$ cat config.mk
export PLATFORM = sky130hd
export DESIGN_NAME = dcache_ctrl
export DESIGN_NICKNAME = d
export VERILOG_FILES = /design/src/hdl/dcache_pkg.sv /design/src/hdl/dcache_ctrl.sv
export SDC_FILE = /design/constraint.sdc
export NUM_CORES = 1
export LEC_CHECK = 0
export BUFFER_PORTS_ARGS = -buffer_cell sky130_fd_sc_hd__buf_2
export CORE_AREA = 5 5 724 726
export DETAILED_ROUTE_END_ITERATION = 16
export DIE_AREA = 0 0 729 731
export PLACE_DENSITY_LB_ADDON = 0.2
export SLEW_MARGIN = 25
export SYNTH_ARGS = -nofsm -noshare
export SYNTH_HDL_FRONTEND = slang
export SYNTH_SLANG_ARGS = --single-unit
$ cat constraint.sdc
create_clock -name clk -period 22.2 [get_ports clk]
set_input_delay 6.66 -clock clk [delete_from_list [all_inputs] [get_ports clk]]
set_output_delay 6.66 -clock clk [all_outputs]
set_load 0.01 [all_outputs]
$ cat src/hdl/dcache_pkg.sv
package dcache_pkg;

    // cache geometry
    parameter int ADDR_W     = 32;
    parameter int WORD_W     = 32;
    parameter int OFFSET_W   = 5;   // byte offset in a line
    parameter int INDEX_W    = 7;
    parameter int TAG_W      = 20;
    parameter int LINE_WORDS = 8;
    parameter int SETS       = 128;
    parameter int WSEL_W     = $clog2(LINE_WORDS);
    parameter int WSTRB_W    = WORD_W / 8;

    typedef logic [ADDR_W-1:0]  addr_t;
    typedef logic [WORD_W-1:0]  word_t;
    typedef logic [TAG_W-1:0]   tag_t;
    typedef logic [INDEX_W-1:0] index_t;
    typedef logic [WSEL_W-1:0]  word_sel_t;

    // word 0 sits in the low bits
    typedef logic [LINE_WORDS-1:0][WORD_W-1:0] line_t;

    // byte address split into its cache fields
    typedef struct packed {
        tag_t                         tag;
        index_t                       index;
        word_sel_t                    word;
        logic [OFFSET_W-WSEL_W-1:0]   byte_off;
    } addr_fields_t;

    typedef struct packed {
        logic               op;     // 1 = write
        addr_t              addr;
        logic [WSTRB_W-1:0] wstrb;
        word_t              wdata;
    } cpu_req_t;

    typedef struct packed {
        logic  hit;
        logic  dirty;
        tag_t  tag;
        line_t line;
    } way_lookup_t;

    typedef struct packed {
        logic   we;
        index_t index;
        tag_t   tag;
        line_t  line;
        logic   dirty;  // new dirty value
    } way_write_t;

    // line-aligned address from tag and set
    function automatic addr_t line_addr(tag_t tag, index_t index);
        return {tag, index, {OFFSET_W{1'b0}}};
    endfunction

endpackage
$ cat src/hdl/dcache_ctrl.sv
`timescale 1ns/1ns

module dcache_ctrl
    import dcache_pkg::*;
(
    input  logic        clk,
    input  logic        reset,

    input  logic        cpu_valid_i,
    input  cpu_req_t    cpu_req_i,
    output logic        cpu_addr_ok_o,
    output logic        cpu_data_ok_o,
    output word_t       cpu_rdata_o,

    input  way_lookup_t way0_i,
    input  way_lookup_t way1_i,
    output way_write_t  way0_wr_o,
    output way_write_t  way1_wr_o,
    output index_t      rd_index_o,
    output tag_t        lookup_tag_o,

    output logic        mem_rd_req_o,
    output addr_t       mem_rd_addr_o,
    input  logic        mem_rd_rdy_i,
    input  logic        mem_ret_valid_i,
    input  line_t       mem_ret_data_i,
    output logic        mem_wr_req_o,
    output addr_t       mem_wr_addr_o,
    output line_t       mem_wr_data_o,
    input  logic        mem_wr_rdy_i
);

    typedef enum logic [2:0] {
        S_IDLE,
        S_LOOKUP,
        S_WBACK,
        S_RDREQ,
        S_WAIT,
        S_RESP
    } state_t;

    state_t          state;
    state_t          state_n;
    cpu_req_t        req_q;
    line_t           ret_line_q;
    logic [SETS-1:0] lru;       // way to replace next

    addr_fields_t       req_f;
    addr_fields_t       cpu_f;
    logic               accept;
    logic               hit0;
    logic               hit1;
    logic               hit;
    logic               victim;
    way_lookup_t        vict;
    line_t              base_line;
    line_t              wr_line;
    logic [WSTRB_W-1:0] strb_eff;
    logic               store_hit;
    logic               refill;
    way_write_t         wr_c;

    // replace the strobed bytes of one word
    function automatic line_t merge_word(line_t l, word_sel_t sel,
                                         logic [WSTRB_W-1:0] strb, word_t wd);
        line_t r;
        r = l;
        for (int b = 0; b < WSTRB_W; b++) begin
            if (strb[b]) begin
                r[sel][8*b +: 8] = wd[8*b +: 8];
            end
        end
        return r;
    endfunction

    assign req_f  = addr_fields_t'(req_q.addr);
    assign cpu_f  = addr_fields_t'(cpu_req_i.addr);
    assign accept = cpu_valid_i && (state == S_IDLE);

    assign hit0   = way0_i.hit;
    assign hit1   = way1_i.hit;
    assign hit    = hit0 || hit1;
    assign victim = lru[req_f.index];
    assign vict   = victim ? way1_i : way0_i;

    always_comb begin
        state_n = state;
        case (state)
            S_IDLE: begin
                if (accept) begin
                    state_n = S_LOOKUP;
                end
            end
            S_LOOKUP: begin
                if (hit) begin
                    state_n = S_IDLE;
                end else if (vict.dirty) begin
                    state_n = S_WBACK;
                end else begin
                    state_n = S_RDREQ;
                end
            end
            S_WBACK: begin
                if (mem_wr_rdy_i) begin
                    state_n = S_RDREQ;
                end
            end
            S_RDREQ: begin
                if (mem_rd_rdy_i) begin
                    state_n = S_WAIT;
                end
            end
            S_WAIT: begin
                if (mem_ret_valid_i) begin
                    state_n = S_RESP;
                end
            end
            S_RESP:  state_n = S_IDLE;
            default: state_n = S_IDLE;
        endcase
    end

    always_ff @(posedge clk) begin
        if (reset) begin
            state <= S_IDLE;
            lru   <= '0;
        end else begin
            state <= state_n;
            if (state == S_LOOKUP && hit) begin
                lru[req_f.index] <= hit0;   // point at the other way
            end else if (refill) begin
                lru[req_f.index] <= ~victim;
            end
        end
    end

    always_ff @(posedge clk) begin
        if (accept) begin
            req_q <= cpu_req_i;
        end
        if (state == S_WAIT && mem_ret_valid_i) begin
            ret_line_q <= mem_ret_data_i;
        end
    end

    // hit line on lookup, refill line on response
    assign base_line = (state == S_RESP) ? ret_line_q : (hit1 ? way1_i.line : way0_i.line);
    assign strb_eff  = req_q.op ? req_q.wstrb : '0;
    assign wr_line   = merge_word(base_line, req_f.word, strb_eff, req_q.wdata);
    assign store_hit = (state == S_LOOKUP) && hit && req_q.op;
    assign refill    = (state == S_RESP);

    always_comb begin
        wr_c.we    = 1'b0;
        wr_c.index = req_f.index;
        wr_c.tag   = req_f.tag;
        wr_c.line  = wr_line;
        wr_c.dirty = req_q.op;  // loads refill clean

        way0_wr_o    = wr_c;
        way0_wr_o.we = (store_hit && hit0) || (refill && !victim);
        way1_wr_o    = wr_c;
        way1_wr_o.we = (store_hit && hit1) || (refill && victim);
    end

    assign rd_index_o   = (state == S_IDLE) ? cpu_f.index : req_f.index;
    assign lookup_tag_o = req_f.tag;

    assign cpu_addr_ok_o = accept;
    assign cpu_data_ok_o = ((state == S_LOOKUP) && hit) || refill;
    assign cpu_rdata_o   = base_line[req_f.word];

    assign mem_wr_req_o  = (state == S_WBACK);
    assign mem_wr_addr_o = line_addr(vict.tag, req_f.index);
    assign mem_wr_data_o = vict.line;

    assign mem_rd_req_o  = (state == S_RDREQ);
    assign mem_rd_addr_o = line_addr(req_f.tag, req_f.index);

endmodule

==> results of run 1 <==
## placed cells by master, fill, tap and decap left out, drive strengths merged, types with 7 or more instances in the layout
cell	count
a22oi	14
diode	121
nand2b	7
clkinv	20
clkbuf	105
nand3	22
dfxtp	131
nand2	276
o22ai	130
a21oi	260
o31ai	126
conb	10
buf	1992
mux2	284
o21ai	383
mux4	24
mux2i	282
nor2	304
inv	10
or4	32
edfxtp	323
nor2b	133
## flip-flops by register name, indices dropped and copies added, names as in the netlist
name / flops
way0_wr_o: 1
req_f: 30
req_q: 36
state: 3
lru: 128
ret_line_q: 256
## cells in the mapped netlist (all sizes together), types with 6 or more instances
master	count	area [um2]
dfxtp	131	2623
nor2b	133	832.1
nand3	22	110.1
edfxtp	323	9699
mux2i	282	2823
o21ai	383	1917
or4	32	240.2
nand3b	6	45.04
o31ai	126	945.9
clkbuf	206	777.0
nand2b	7	43.79
a21oi	260	1301
nand2	276	1036
buf	466	3392
o22ai	130	813.3
nor2	304	1141
a22oi	14	105.1
mux4	24	540.5
mux2	284	3198
## per-layer routing
layer,GRT usage [%],routed length (um),up-vias
li1,-,-,15101
met1,17.96,170900,17451
met2,30.07,234000,2037
met3,5.591,39310,669
met4,4.053,15260,124
met5,0.2760,1036,-
## kinds of logic (layout without fill, tap and decap cells)
kind of cell,after synthesis,after routing
multiplexers,590,590
AO/OA/AOI/OAI,920,920
flip-flops,454,454
AND/OR/NAND/NOR,805,805
buffers and inverters,676,2134
other,1,131
## worst max path at each step
stage | start | to | slack, ps | cells after the start
floorplan | way1_i[277] | cpu_rdata_o[2] | 6810 | 8
finish | way1_i[277] | cpu_rdata_o[24] | 4890 | 9
detailed placement | way1_i[277] | cpu_rdata_o[24] | 4620 | 9
global placement | way1_i[277] | cpu_rdata_o[24] | 4600 | 9
global route | way1_i[277] | cpu_rdata_o[24] | 4600 | 9
CTS | way1_i[277] | cpu_rdata_o[24] | 4620 | 9
## area by class of cell
class,count,area (um2),area share (%)
repair buffers,1992,10450,20.94
clock inverters,33,242.7,0.4865
diodes,121,302.8,0.6069
flip-flops and latches,454,12320,24.70
multi-input cells,2325,15750,31.57
clock buffers,105,2156,4.321
inverters,4,15.01,0.03010
well taps,6916,8653,17.35
## power groups by stage
stage	clock (mW)	combinational, mW	sequential (mW)
3_3_place_gp	0	1.20	0.965
3_5_place_dp	0	1.20	0.964
4_1_cts	1.31	1.21	0.947
2_1_floorplan	0	0.470	0.943
5_1_grt	1.32	1.22	0.947
6_report	1.24	1.16	0.947
## stage by stage
| stage | utilization [%] | setup WS, ps | hold slack, ps |
|---|---|---|---|
| 5_1_grt | 9.638 | 4601 | 533.6 |
| 3_5_place_dp | 9.144 | 4619 | 497.8 |
| 4_1_cts | 9.609 | 4617 | 506.3 |
| 3_3_place_gp | 9.131 | 4604 | 496.8 |
| 6_report | 9.669 | 4890 | 506.5 |
| 2_1_floorplan | - | 6808 | 475.0 |
## worst max-delay path, delay by kind of cell
kind / cells / cell delay (ps)
multiplexers: 1 / 340
AO/OA/AOI/OAI: 2 / 750
buffers and inverters: 4 / 1750
AND/OR/NAND/NOR: 2 / 740
==> flow_metrics.tcl, run 1 <==
set metrics [dict create \
    path_class "in -> out" \
    rsz0062_at_grt "no" \
    initial_core_util_pct 6.169 \
    worstPathArrival_ps 10650 \
    yosysSeqAreaShare_pct 38.71 \
    drive_above_1_share_pct 51.07 \
    crit_chain "buf_8 -> buf_12 -> buf_4 -> mux2i_1 -> nor2_1 -> a21oi_2 -> o22ai_1 -> or4_1 -> buf_2" \
    p_per_area_nw_per_um2 67.04 \
    synth_top_family_by_area "multiplexers" \
    numCtsBuffers 78 \
    setup_viol 0 \
    fin_area_um2 49890 \
    root_buffer "clkbuf_16" \
    hold_viol 0 \
    cts.path.max_buffers 4 \
    via_per_inst 2.961 \
    first_iter_violations 2451 \
    vias 35382 \
    syn_inst 3446 \
    max_freq_ghz 0.05777 \
    p_leak_nw 18.92 \
    port_buffers 1827 \
    cts_num_sinks 454 \
    core_area_um2 516000 \
    grt.overflow.total 0 \
    num_rows 264 \
    reg2reg_to "lru[20]$_SDFFE_PP0P_" \
    endpoint_kind "primary output" \
    grt_max_degree 108 \
    synthToLayoutAreaGrowth_pct 56.73 \
    die_h_um 731 \
    final_cells 11950 \
    htreeDepth 3 \
    pin_count 1840 \
    syn-cell-area_um2 31830 \
    max_cap_viol_count 0 \
    dr.pass1.iters 5 \
    finalSetupTns_ps 0 \
    synthMuxAreaShare_pct 20.61 \
    dpl.cell_count 11691 \
    r2r_setup_slack_ps 16840 \
    intPower_mw 1.947 \
    postCtsSetupBuffers 0 \
    netlist-cell-type-count 41 \
    fill_cells 60499 \
    clockPowerShare_pct 37.1 \
    max_slew_margin_pct 19.97 \
    grt_pass1_wl_um 533200 \
    switching_share_pct 41.78 \
    slew_viol_final 0 \
    ys_ff_latch 454 \
    hold_start "lru[101]$_SDFFE_PP0P_" \
    synthAdderAreaFrac_pct 0 \
    peakVddDrop_mv 0.04692 \
    hp-class "reg -> reg" \
    cts-resized-gates 0 \
    antenna_found_initial 310 \
    grt_usage_pct 16.40 \
    hold_buffers 0 \
    dpl-instance-area_um2 47180 \
    fin_nets 5742 \
    seq_power_share_pct 28.3 \
    worst_pin_slew_ps 1188 \
    worstSkewPairLatency_ps 800 \
    avgSynthCellArea_um2 9.237 \
    crit_slowest_cell "or4_1" \
    cts_tree "built" \
    fin_crit_ps 17310 \
    cp_max_fo 65 \
    ys.flop_type "edfxtp_1" \
    yosys_warnings 0 \
    antenna_left 0 \
    outcome "complete, no violations" \
    min_to "lru[101]$_SDFFE_PP0P_" \
    cts.clk_slew.worst_paths_ps 60 \
    die_area_um2 532900 \
    place.gp.congestion 0.8834 \
    p_sw_mw 1.397 \
    synth_enable_flop_cells 323 \
    power_mw 3.345 \
    synth_compound_area_share_pct 16.16 \
    wl_per_cell_um 38.53 \
    drcViolationCount 0 \
    grt_pass1_vias 34138 \
    async_flop_share_pct 0 \
    dieWidth_um 729 \
    finClkSkew_ps 54.81 \
    synth_xor_area_share_pct 0 \
    cp-start-kind "primary input" \
    timing.rr.start "req_f[5]$_DFFE_PP_" \
    synth-simple-area-share_pct 11.36 \
    pwr-share-comb_pct 34.6 \
    min_delay_path_depth 2 \
    fin_crit_sh_pct 77.97 \
    drt_wl_total_um 460500 \
    r2r_cells 11 \
    crit_required_ps 15540 \
    slowest_delay_ps 660 \
    dp_hpwl_um 411200 \
]
(Power assumes the default switching activity.)
==> inputs of run 2 (changes only) <==
Clock period 22.2 ns to 14.85 ns, I/O delays scaled along.
==> run 2 against run 1 <==
  * Worst hold slack worse by 0.54 ps
  * Final cell count down 0.10%
  * Sequential share of layout area down 0.11 points
  * Critical endpoint is now cpu_rdata_o[25]
==> flow_metrics.tcl, run 2 (synthesized netlist as in run 1, its figures left out) <==
set metrics [dict create \
    cp-start-kind "primary input" \
    dieWidth_um 729 \
    reg2reg_to "lru[21]$_SDFFE_PP0P_" \
    final_cell_mix "1825 x buf_2, 361 x o21ai_0, 323 x edfxtp_1, 284 x mux2_2, 281 x mux2i_1" \
    timing.rr.start "req_f[5]$_DFFE_PP_" \
    cts-resized-gates 0 \
    dpl.cell_count 11696 \
    regMostFlops "ret_line_q" \
    setup_viol 0 \
    hp-class "reg -> reg" \
    cts_num_sinks 454 \
    cts.clk_slew.worst_paths_ps 50 \
    grt.overflow.total 0 \
    r2r_setup_slack_ps 9630 \
    num_rows 264 \
    worstPathArrival_ps 7980 \
    rsz0062_at_grt "no" \
    via_per_inst 2.951 \
    grt_max_degree 137 \
    finClkSkew_ps 88.67 \
    fin_crit_ps 12430 \
    cp_common_cell "buf_4" \
    first_iter_violations 2479 \
    core_area_um2 516000 \
    reg_top3 "ret_line_q (256), lru (128), req_q (36)" \
    fin_nets 5750 \
    slew_viol_final 0 \
    antenna_found_initial 303 \
    max_freq_ghz 0.08042 \
    cp_max_fo 26 \
    crit_chain "buf_8 -> buf_4 -> mux2i_1 -> nor2_1 -> a21oi_1 -> o22ai_1 -> buf_4 -> or4_1 -> buf_2" \
    cts_tree "built" \
    worstSkewPairLatency_ps 840 \
    path_class "in -> out" \
    final_common_cell "buf_2" \
    antenna_left 0 \
    dr.pass1.iters 7 \
    final_cells 11938 \
    fin_area_um2 50120 \
    p_leak_nw 19.08 \
    min_to "lru[101]$_SDFFE_PP0P_" \
    dp_hpwl_um 413300 \
    grt_usage_pct 16.53 \
    vias 35226 \
    htreeDepth 3 \
    place.gp.congestion 0.8772 \
    seqCellArea_um2 12320 \
    drt_wl_total_um 463400 \
    endpoint_kind "primary output" \
    port_buffers 1827 \
    utilization_pct 9.714 \
    synthToLayoutAreaGrowth_pct 57.46 \
    r2r_cells 11 \
    postCtsSetupBuffers 0 \
    power_mw 5.194 \
    largest_reg_flops 256 \
    numCtsBuffers 81 \
    die_h_um 731 \
    drive_above_1_share_pct 50.95 \
    max_cap_viol_count 0 \
    max_slew_margin_pct 19.50 \
    fill_cells 60453 \
    hold_buffers 0 \
    path_buf_inv 4 \
    finalSetupTns_ps 0 \
    grt_pass1_vias 33984 \
    fin_crit_sh_pct 83.73 \
    min_delay_path_depth 2 \
    grt_pass1_wl_um 537000 \
    wl_per_cell_um 38.82 \
    slowest_delay_ps 740 \
    post-place-ws_ps 2058 \
    hold_start "lru[101]$_SDFFE_PP0P_" \
    multi_input_area_um2 15710 \
    crit_family "buffers and inverters" \
    die_area_um2 532900 \
    root_buffer "clkbuf_16" \
    pin_count 1840 \
    crit_slowest_cell "a21oi_1" \
    peakVddDrop_mv 0.07232 \
    p_per_area_nw_per_um2 103.6 \
    outcome "complete, no violations" \
    whs_ps 506.0 \
    drcViolationCount 0 \
    dpl-instance-area_um2 47210 \
    worst_slack_ps 2416 \
    hold_viol 0 \
    crit_required_ps 10390 \
    cts.path.max_buffers 4 \
    worst_pin_slew_ps 1195 \
    initial_core_util_pct 6.169 \
]
-- run 2: cell types whose count changed in the layout (fill, tap and decap cells not counted), moves of 6 or more --
cell       before  now
diode_2       121  103
a21oi_1       208  216
a21oi_2        51   43
bufinv_16       1    9
nor2_2         18   24
-- run 2: how the worst max path moves through the flow --
stage                                from                       to  slack (ps)  depth (start not counted)
after CTS                     way1_i[277]          cpu_rdata_o[25]        2050                          9
after global routing          way1_i[277]          cpu_rdata_o[25]        2150                          9
final                         way1_i[277]          cpu_rdata_o[25]        2420                          9
after floorplan           mem_ret_valid_i  ret_line_q[0]$_DFFE_PP_        3850                          1
after global placement        way1_i[277]          cpu_rdata_o[25]        2060                          9
after detailed placement      way1_i[277]          cpu_rdata_o[25]        2060                          9
-- run 2: report_power, final --
part           switching (mW)  internal, mW  leakage, nW  total [mW]
registers              0.0417          1.38         4.00        1.42
clock network           0.831          1.21         1.29        2.04
logic                    1.24         0.499         13.8        1.74
total                    2.11          3.08         19.1        5.19
-- run 2: tightest hold or removal path: cells and delay by family (launching register included) --
family	cells	cell delay, ps
flip-flops	1	310
AO/OA/AOI/OAI	1	50
AND/OR/NAND/NOR	1	100
-- run 2: metal layers --
metal  part of all wire [%]  GRT usage, %  up-vias
met5                   0.18             0        -
met4                    3.3         4.450      126
met3                    9.0         6.063      668
met2                     51         29.97     2006
met1                     37         17.98    17317
li1                       -             -    15109
-- run 2: area by class of cell --
type / instances / area share [%]
inverter: 4 / 0.02996
antenna: 103 / 0.5142
clock inverter: 30 / 0.8038
multi-input combinational: 2325 / 31.34
sequential: 454 / 24.58
timing repair buffer: 1997 / 21.00
clock buffer: 109 / 4.461
tap: 6916 / 17.26
